==> config.mk <==
export PLATFORM = sky130hd
export DESIGN_NAME = addressGenUnit
export DESIGN_NICKNAME = d
export VERILOG_FILES = /design/src/hw/aguPkg.sv /design/src/hw/indexScaler.sv /design/src/hw/sliceAdder.sv /design/src/hw/boundsChecker.sv /design/src/hw/addressGenUnit.sv
export VERILOG_INCLUDE_DIRS = /design/src /design/src/hw
export SDC_FILE = /design/constraint.sdc
export NUM_CORES = 1
export LEC_CHECK = 0
export BUFFER_PORTS_ARGS = -buffer_cell sky130_fd_sc_hd__buf_2
export CAP_MARGIN = 20
export CORE_ASPECT_RATIO = 0.5
export CORE_MARGIN = 3
export CORE_UTILIZATION = 30
export CTS_CLUSTER_DIAMETER = 150
export CTS_CLUSTER_SIZE = 24
export DETAILED_ROUTE_END_ITERATION = 12
export HOLD_SLACK_MARGIN = 0.12
export SYNTH_ARGS = -nofsm -noshare
export SYNTH_HDL_FRONTEND = slang
export SYNTH_SLANG_ARGS = --single-unit
==> constraint.sdc <==
create_clock -name clock -period 10.5 [get_ports clock]
set_clock_uncertainty 0.2 [all_clocks]
set_input_delay 3.15 -clock clock [delete_from_list [all_inputs] [get_ports clock]]
set_output_delay 3.15 -clock clock [all_outputs]
set_load 0.02 [all_outputs]
==> src/hw/agu_consts.svh <==
// address-path widths, RAM geometry, pipeline latency and command codes
`ifndef AGU_CONSTS_SVH
`define AGU_CONSTS_SVH

// address and register operand widths
`define AGU_ADDR_W 48
`define AGU_REG_W 64
`define AGU_DISP_W 16

// index is extended from this bit upward
`define AGU_IX_SIGN_BIT 32

// carry-select slice width, three slices per address
`define AGU_SLICE_W 16

// bound descriptor limit and the widest window it can open
`define AGU_LIMIT_W 12
`define AGU_WINDOW_W 28

// data RAM geometry, 64-bit words picked by address bits 10..3
`define AGU_RAM_WORDS 256
`define AGU_RAM_AW 8
`define AGU_WORD_LSB 3

// request to response, in cycles
`define AGU_LAT 2

// command encodings
`define AGU_CMD_W 2
`define AGU_CMD_NONE 2'd0
`define AGU_CMD_LOAD 2'd1
`define AGU_CMD_STORE 2'd2
`define AGU_CMD_LEA 2'd3

`endif

==> src/hw/aguPkg.sv <==
// command enum plus request, bound, stage and response structs of the address path
`include "agu_consts.svh"

package aguPkg;

	// what the request asks for
	typedef enum logic [`AGU_CMD_W-1:0]
	{
		cmdNone  = `AGU_CMD_NONE,
		cmdLoad  = `AGU_CMD_LOAD,
		cmdStore = `AGU_CMD_STORE,
		// address only, no RAM access
		cmdLea   = `AGU_CMD_LEA
	} aguCmd_t;

	// index extension field
	typedef struct packed
	{
		// 0..3 is x1, x2, x4, x8
		logic [1:0] scale;
		logic       zeroExt;
		logic       useDisp;
		// keep address bits 47..32
		logic       highEn;
	} aguIxt_t;

	// bounds descriptor
	typedef struct packed
	{
		logic                    checkEn;
		logic                    readOnly;
		// window is limit << (4 * shift + 4)
		logic [1:0]              shift;
		logic [`AGU_LIMIT_W-1:0] limit;
	} aguBound_t;

	// one request as it enters the address stage
	typedef struct packed
	{
		aguCmd_t                cmd;
		aguIxt_t                ixt;
		logic [`AGU_REG_W-1:0]  base;
		logic [`AGU_REG_W-1:0]  index;
		logic [`AGU_DISP_W-1:0] disp;
		aguBound_t              bound;
		logic [`AGU_REG_W-1:0]  storeData;
	} aguReq_t;

	// address stage to access stage
	typedef struct packed
	{
		aguCmd_t                cmd;
		logic [`AGU_ADDR_W-1:0] addr;
		logic                   fault;
		logic [`AGU_REG_W-1:0]  storeData;
	} aguStage_t;

	// what goes back out
	typedef struct packed
	{
		aguCmd_t                cmd;
		logic [`AGU_ADDR_W-1:0] addr;
		logic [`AGU_REG_W-1:0]  data;
		logic                   fault;
	} aguRsp_t;

endpackage

==> src/hw/indexScaler.sv <==
// index extension from bit 32, x1/x2/x4/x8 scaling and displacement select
`include "agu_consts.svh"

module indexScaler
(
	input  logic [`AGU_REG_W-1:0]  index,
	input  logic [`AGU_DISP_W-1:0] disp,
	input  aguPkg::aguIxt_t        ixt,
	output logic [`AGU_ADDR_W-1:0] scaledIndex,
	output logic [`AGU_ADDR_W-1:0] dispExt
);

	// bits above the sign bit, 47..33
	localparam int ExtPad = `AGU_ADDR_W - `AGU_IX_SIGN_BIT - 1;
	localparam int DispPad = `AGU_ADDR_W - `AGU_DISP_W;

	logic                   extBit;
	logic [`AGU_ADDR_W-1:0] extIndex;
	logic [`AGU_ADDR_W-1:0] scaled0;
	logic [`AGU_ADDR_W-1:0] scaled1;
	logic [`AGU_ADDR_W-1:0] scaled2;
	logic [`AGU_ADDR_W-1:0] scaled3;

	always_comb
	begin
		// fill is zero for ZX, a copy of bit 32 for SX
		extBit = ixt.zeroExt ? 1'b0 : index[`AGU_IX_SIGN_BIT];
		extIndex = {{ExtPad{extBit}}, index[`AGU_IX_SIGN_BIT:0]};

		// all four shifts built in parallel
		scaled0 = extIndex;
		scaled1 = {extIndex[`AGU_ADDR_W-2:0], 1'b0};
		scaled2 = {extIndex[`AGU_ADDR_W-3:0], 2'b0};
		scaled3 = {extIndex[`AGU_ADDR_W-4:0], 3'b0};

		// scale just picks one
		case (ixt.scale)
			2'd0: scaledIndex = scaled0;
			2'd1: scaledIndex = scaled1;
			2'd2: scaledIndex = scaled2;
			default: scaledIndex = scaled3;
		endcase

		// displacement is signed, zero when unused
		if (ixt.useDisp)
			dispExt = {{DispPad{disp[`AGU_DISP_W-1]}}, disp};
		else
			dispExt = '0;
	end

endmodule

==> src/hw/sliceAdder.sv <==
// 48-bit base + index + displacement adder built from three 16-bit carry-select slices
`include "agu_consts.svh"

module sliceAdder
(
	input  logic [`AGU_ADDR_W-1:0] base,
	input  logic [`AGU_ADDR_W-1:0] scaledIndex,
	input  logic [`AGU_ADDR_W-1:0] dispExt,
	input  logic                   highEn,
	output logic [`AGU_ADDR_W-1:0] addr
);

	localparam int SW = `AGU_SLICE_W;

	logic [`AGU_ADDR_W-1:0] csaSum;
	logic [`AGU_ADDR_W-1:0] csaMaj;
	logic [`AGU_ADDR_W-1:0] csaCarry;
	logic [SW:0]            lowSum;
	logic [SW:0]            midSum0;
	logic [SW:0]            midSum1;
	logic [SW:0]            midSel;
	logic [SW-1:0]          highSum0;
	logic [SW-1:0]          highSum1;
	logic [SW-1:0]          highPart;

	always_comb
	begin
		// 3:2 compress first, so every slice boundary sees a single carry bit
		// (a sign-extended disp could otherwise push -1 or +2 across a slice)
		csaSum = base ^ scaledIndex ^ dispExt;
		csaMaj = (base & scaledIndex) | (base & dispExt) | (scaledIndex & dispExt);
		csaCarry = {csaMaj[`AGU_ADDR_W-2:0], 1'b0};

		// low slice, carry out in bit 16
		lowSum = {1'b0, csaSum[SW-1:0]} + {1'b0, csaCarry[SW-1:0]};

		// mid slice both ways
		midSum0 = {1'b0, csaSum[2*SW-1:SW]} + {1'b0, csaCarry[2*SW-1:SW]};
		midSum1 = {1'b0, csaSum[2*SW-1:SW]} + {1'b0, csaCarry[2*SW-1:SW]} + 1'b1;
		midSel = lowSum[SW] ? midSum1 : midSum0;

		// top slice both ways, carry out dropped
		highSum0 = csaSum[3*SW-1:2*SW] + csaCarry[3*SW-1:2*SW];
		highSum1 = csaSum[3*SW-1:2*SW] + csaCarry[3*SW-1:2*SW] + 1'b1;

		// top slice held at zero without high-address enable
		highPart = '0;
		if (highEn)
		begin
			highPart = midSel[SW] ? highSum1 : highSum0;
		end

		addr = {highPart, midSel[SW-1:0], lowSum[SW-1:0]};
	end

endmodule

==> src/hw/boundsChecker.sv <==
// bound window decode plus out-of-bounds and read-only store fault decision
`include "agu_consts.svh"

module boundsChecker
(
	input  logic [`AGU_ADDR_W-1:0] scaledIndex,
	input  aguPkg::aguBound_t      bound,
	input  aguPkg::aguCmd_t        cmd,
	output logic                   fault
);

	import aguPkg::*;

	logic [`AGU_WINDOW_W-1:0] window;
	logic                     upperSet;
	logic                     lowAtOrAbove;
	logic                     idxNeg;
	logic                     idxAbove;
	logic                     roStore;

	// limit scaled by 16, 256, 4K or 64K
	always_comb
	begin
		case (bound.shift)
			2'd0:
			begin
				window = {12'h000, bound.limit, 4'h0};
			end
			2'd1:
			begin
				window = {8'h00, bound.limit, 8'h00};
			end
			2'd2:
			begin
				window = {4'h0, bound.limit, 12'h000};
			end
			default:
			begin
				window = {bound.limit, 16'h0000};
			end
		endcase
	end

	always_comb
	begin
		// anything above bit 27 is past every window
		upperSet = |scaledIndex[`AGU_ADDR_W-1:`AGU_WINDOW_W];
		lowAtOrAbove = scaledIndex[`AGU_WINDOW_W-1:0] >= window;
		// unsigned compare, split at the window width
		idxAbove = upperSet || lowAtOrAbove;

		// negative index checked on its own
		idxNeg = scaledIndex[`AGU_ADDR_W-1];

		// no writes through a const descriptor
		roStore = bound.readOnly && (cmd == cmdStore);

		// nothing faults without checkEn
		fault = bound.checkEn && (idxNeg || idxAbove || roStore);
	end

endmodule

==> src/hw/addressGenUnit.sv <==
// address stage with index scaler, slice adder and bounds check ahead of one register
`include "agu_consts.svh"

module addressGenUnit
(
	input  logic              clock,
	input  logic              reset,
	input  logic              reqValid,
	input  aguPkg::aguReq_t   req,
	output logic              stageValid,
	output aguPkg::aguStage_t stage
);

	import aguPkg::*;

	logic [`AGU_ADDR_W-1:0] scaledIndex;
	logic [`AGU_ADDR_W-1:0] dispExt;
	logic [`AGU_ADDR_W-1:0] addr;
	logic                   fault;
	aguStage_t              nextStage;

	indexScaler u_indexScaler
	(
		.index       (req.index),
		.disp        (req.disp),
		.ixt         (req.ixt),
		.scaledIndex (scaledIndex),
		.dispExt     (dispExt)
	);

	// only the low 48 bits of base matter
	sliceAdder u_sliceAdder
	(
		.base        (req.base[`AGU_ADDR_W-1:0]),
		.scaledIndex (scaledIndex),
		.dispExt     (dispExt),
		.highEn      (req.ixt.highEn),
		.addr        (addr)
	);

	// bound check sees the scaled index, not the sum
	boundsChecker u_boundsChecker
	(
		.scaledIndex (scaledIndex),
		.bound       (req.bound),
		.cmd         (req.cmd),
		.fault       (fault)
	);

	always_comb
	begin
		nextStage.cmd = req.cmd;
		nextStage.addr = addr;
		nextStage.fault = fault;
		nextStage.storeData = req.storeData;
	end

	// strobe follows the request by one cycle
	always_ff @(posedge clock)
	begin
		if (reset)
			stageValid <= 1'b0;
		else
			stageValid <= reqValid;
	end

	// payload only moves with a request
	always_ff @(posedge clock)
	begin
		if (reqValid)
			stage <= nextStage;
	end

endmodule

# Yosys cells after proc, flatten, opt, wreduce, memory -nomap -nowiden
# Index checks and enable logic that the tools add are counted.
word_totals:
  regBits: 116
  out_inout_bits: 116
op_classes:
  mux: 6
  order_cmp: 1
  n_addsub: 5
  bitwise: 7
  n_eq_ne: 5
  n_reduce_logical: 8
ops:
  columns: ["op", "n"]
  rows:
  - ["AND 47 bit", 3]
  - ["case mux 36 bit (3 select lines)", 1]
  - ["bitwise XOR 48 bit", 2]
  - ["bitwise OR 47 bit", 2]
  - ["case mux 28 bit (3 select lines)", 1]
  - ["two-way mux 48 bit", 1]
  - ["adder 16 x 16 -> 17 bit", 2]
  - ["greater-or-equal comparator 28 bit", 1]
  - ["OR reduction 20 bit", 1]
  - ["adder 17 x 1 -> 17 bit, second input constant", 1]
  - ["two-way mux 17 bit", 1]
  - ["adder 16 x 1 -> 16 bit, second input constant", 1]
  - ["adder 16 bit", 1]
  - ["two-way mux 16 bit", 1]
  - ["equality test 2 bit, second input constant", 3]
  - ["equality test 2 x 1 -> 1 bit, second input constant", 2]
  - ["logical NOT 2 bit", 2]
  - ["logical OR 1 bit", 3]
  - ["logical AND 1 bit", 2]
  - ["two-way mux 1 bit", 1]

# Depth between registers and ports, before layout
logic_depth:
  depth_word: 9
  depth_mapped: 20
  depth_no_buf: 16

# By module
# A second synthesis with hierarchy kept.
hier_totals:
  cells_unflattened: 877
  hier_area_um2: 9823.2
by_module_without_submodules:
  columns: ["mod", "n_inst", "cells_each", "area_per_inst_um2", "seq_area_each_um2"]
  rows:
  - ["sliceAdder", 1, 517, 4225.3, 0.0]
  - ["addressGenUnit", 1, 117, 3487.1, 3473.3]
  - ["indexScaler", 1, 130, 1258.7, 0.0]
  - ["boundsChecker", 1, 113, 852.1, 0.0]

# Worst setup path after synthesis
# Ideal clock, no wire load.
synth_timing:
  path_kind: "input to register"
  startpoint: "in req[228] (netlist bit)"
  endpoint: "reg stage[112] (netlist bit) (data pin)"
  stages: 19
  setup_time_ps: 262
  required_time_ps: 10038
  t_arrival_ps: 8231
  path_slack_ps: 1807
  path_cell_list: "clkbuf_1 clkbuf_1 buf_1 clkbuf_1 buf_2 a211oi_1 a21oi_1 fa_1 ha_1 fa_1 a21o_2 a22oi_2 a21oi_2 a311oi_4 xor2_2 nor4b_4 nand4_2 a211oi_2 mux2i_1"
synth_via:
  elab_chain_len: 9
  elab_cells_between_ends: 17
  cone_classes: "add/sub: 5; eq/ne: 2; mux: 3; bitwise: 6; reduce/logical: 1"
synth_lines:
  columns: ["item", "line", "rtl"]
  rows:
  - ["start, declared", "addressGenUnit.sv:9", "input aguPkg::aguReq_t req,"]
  - ["equality test 2 bit, or another cell as far along", "indexScaler.sv:37", "case (ixt.scale)"]
  - ["case mux 36 bit (3 select lines) *", "indexScaler.sv:37", null]
  - ["AND 47 bit", "sliceAdder.sv:31", "csaMaj = (base & scaledIndex) | (base & dispExt) | (scaledIndex & dispExt);"]
  - ["bitwise OR 47 bit (2 in a row)", "sliceAdder.sv:31", null]
  - ["adder 16 x 16 -> 17 bit", "sliceAdder.sv:38, sliceAdder.sv:39", null]
  - ["adder 17 x 1 -> 17 bit", "sliceAdder.sv:39", "midSum1 = {1'b0, csaSum[2*SW-1:SW]} + {1'b0, csaCarry[2*SW-1:SW]} + 1'b1;"]
  - ["two-way mux 17 bit", "sliceAdder.sv:40", "midSel = lowSum[SW] ? midSum1 : midSum0;"]
  - ["two-way mux 16 bit *", "sliceAdder.sv:50", "highPart = midSel[SW] ? highSum1 : highSum0;"]
  - ["end signal, assigned", "addressGenUnit.sv:71", "stage <= nextStage;"]
  - ["end, declared", "addressGenUnit.sv:11", "output aguPkg::aguStage_t stage"]
# Mark *: on every way between the ends. The rest lies on a longest branch, timed or not.
# A chain may end at the register's enable or synchronous reset.

# Final worst setup path
layout_timing:
  startpoint: "in req[225] (netlist bit)"
  endpoint: "reg stage[112] (netlist bit) (data pin)"
layout_via:
  elab_chain_len: 8
  elab_cells_between_ends: 13
  cone_classes: "add/sub: 5; mux: 3; bitwise: 5"
layout_lines:
  columns: ["item", "line", "rtl"]
  rows:
  - ["two-way mux 48 bit *", "indexScaler.sv:45", "if (ixt.useDisp)"]
  - ["AND 47 bit", "sliceAdder.sv:31", null]
  - ["bitwise OR 47 bit (2 in a row)", "sliceAdder.sv:31", null]
  - ["adder 16 x 16 -> 17 bit", "sliceAdder.sv:38, sliceAdder.sv:39", null]
  - ["adder 17 x 1 -> 17 bit", "sliceAdder.sv:39", null]
  - ["two-way mux 17 bit", "sliceAdder.sv:40", null]
  - ["two-way mux 16 bit *", "sliceAdder.sv:50", null]
# Marks and branches as above.

==> key figures <==
Clock tree
  – Sink Count: 116
  – Cts hold-fix bufs: 0
  – Clock buffer count from CTS: 17
  – CTS tree: done
  – Post-CTS Setup Inserts: 0
  – Root buf cell: clkbuf_16
  – Clock Path Buffers: 2
  – Post-cts sizing count: 0
  – Clock transition at path regs: 60 ps
  – H-tree depth: 4

Timing
  – Relative slew slack: 0.3643
  – Final TNS setup: 0 ps
  – Highest Clock Rate: 119.5 MHz
  – Final min period: 8372 ps
  – Slew Limit Fails: 0
  – RSZ-0062 raised after global routing: false
  – Worst-Margin Slew: 953.6 ps
  – Final period util: 0.7973
  – Final hold violations: 0
  – Final setup violation count: 0

Floorplanning
  – Die Area: 34460 sq um
  – Starting Density: 0.3114
  – Chip Width: 259.5 um
  – Core area: 30970 sq um
  – Die H: 132.8 um
  – IO Pins: 350
  – # rows: 45

Worst setup path
  – Crit-path slowest cell: inv_2
  – CP required: 10580 ps
  – CP top delay family: compound AO/OA/AOI/OAI gates
  – Startpoint types: primary input
  – CP max FO: 19
  – Most used cell, CP: fa_1
  – CP cell instances: buf_2, nand2_1, inv_2, buf_4, fa_1, ha_1, fa_1, a21o_2, a22oi_2, a21oi_2, a311oi_4, xor2_2, nor4b_4, nand4_2, a211oi_2, mux2i_1
  – Critical Path End Type: flip-flop
  – Setup CP Type: in2reg
  – CP Buf/Inv Count: 3
  – WP data arrival: 8450 ps
  – Max stage delay on crit path: 580 ps

Pwr
  – Maximum vdd drop: 0.1257 mV
  – P per Cell Area: 180.2 nW/um^2
  – Sw Ratio: 0.3874
  – Leakage: 0.005424 uW
  – Switching pwr: 853.4 uW
  – PnR Total Power: 2203 uW
  – Gate power share: 0.439
  – Internal Power: 1350 uW
  – Clk pwr share: 0.272
  – Register share of total power: 0.289

GRT
  – Vias in the first global route: 8146
  – Largest net degree at the start of global routing: 66
  – GRT Total Usage: 0.1660
  – First-pass GRT wire length: 44.46 mm
  – Grt total ovfl: 0
  – Antenna violations before repair: 10

Detailed routing
  – Drt first pass iters: 5
  – Avg WL per Cell: 17.55 um
  – DR vias/cell: 4.880
  – DRC: 0
  – Routed Antenna Nets: 0
  – Vias post-DR: 7979
  – Final WL: 28.69 mm
  – 1st-iter DRT viols: 427

Placed design
  – Port buffer count: 302
  – Gpl congestion: 0.8980
  – Detail Placement HPWL: 23.66 mm

Yosys
  – Asr flop ratio synth: 0
  – Count of cell types in the netlist: 82
  – Synth cell count leaders: edfxtp_1 (115), inv_1 (74), nand2_1 (73), ha_1 (72), a21oi_1 (54)
  – Post-synth top area share: 0.3582
  – Register bit total from synthesis: 116
  – Top-count cell post-synth: edfxtp_1
  – Cells after Synth: 891
  – Syn Std Cell Area: 9642 sq um
  – Synth top area cells: edfxtp_1 (36%), fa_1 (10%), ha_1 (9.3%), mux2i_1 (3.6%), xnor2_1 (3.2%)
  – Number of synthesized flops with an enable pin: 115
  – Sequential fraction of the synthesis area: 0.3602
  – Synth Warn #: 0
  – Syn avg cell area: 10.82 sq um
  – Syn Nets: 1247
  – Synth area leader: edfxtp_1
  – Main flop type after synthesis: edfxtp_1

Cells and area
  – Syn-to-layout area delta: 26.81%
  – Fin util: 0.3948
  – Nets: 1547
  – Layout cells sized above 1: 0.3347

Run status
  – Status: complete, no violations

Run
  – Number of max-cap violations: 0

Hold path
  – HP Class: in2reg
## final timing paths
path                                       end      from  cells past startpoint
worst max-delay path  stage[112]$_SDFFCE_PN0P_  req[225]                     16
worst min-delay path     stageValid$_SDFF_PP0_     reset                      2
## kinds of logic (layout without fill, tap and decap cells)
logic type               count (synthesis)  in the layout  synth area share
XOR/XNOR                                50             50           0.04698
flip-flops                             116            116            0.3602
AND/OR/NAND/NOR                        250            250            0.1385
AO/OA/AOI/OAI                          197            197            0.1452
adder cells (fa/ha/maj)                122            122            0.1972
other                                    0              8                 0
buffers and inverters                   99            412           0.03932
multiplexers                            57             57           0.07254
## state kept, by name (all words and copies together) (netlist names)
| name | count |
|---|---|
| stage | 115 |
| stageValid | 1 |
## power by group through the flow
stage / Sequential, uW / Clock (uW) / Combinational [uW]
detailed placement: 647 / 0 / 967
global route: 643 / 638 / 1070
finish: 636 / 600 / 967
global placement: 643 / 0 / 950
CTS: 638 / 618 / 973
floorplan: 746 / 0 / 590
## per-stage QoR
stage	hold WS, ps	instance area [sq um]	setup slack, ps	instances
after floorplan	3022	9642	1807	891
after global placement	3108	11610	1761	1595
after detailed placement	3108	11610	1563	1595
after CTS	2636	12210	2019	1627
after global routing	2659	12230	1741	1635
final	2664	12230	2128	1635
## per-layer routing
layer / part of all wire / GRT usage
met5: 0.00049 / 0
met4: 0.028 / 0.07427
met3: 0.032 / 0.02773
met1: 0.41 / 0.1955
met2: 0.53 / 0.2974
## layout by cell type (no fill, tap or decap), types with 35 or more instances in the layout
cell type	instances
buf_2	301
edfxtp_1	115
nand2_1	73
inv_1	73
ha_1	72
a21oi_1	54
fa_1	50
nor2_1	45
mux2i_1	35
xnor2_1	35
## final cells by class
| class | instances | area [sq um] |
|---|---|---|
| diodes | 8 | 20.02 |
| clock buffers | 18 | 429.2 |
| clock inverters | 14 | 167.7 |
| fillers | 3073 | 18740 |
| inverters | 75 | 281.5 |
| multi-input cells | 676 | 5789 |
| flip-flops and latches | 116 | 3473 |
| well taps | 423 | 529.3 |
| repair buffers | 305 | 1536 |
Power figures use the tool's default switching activity.
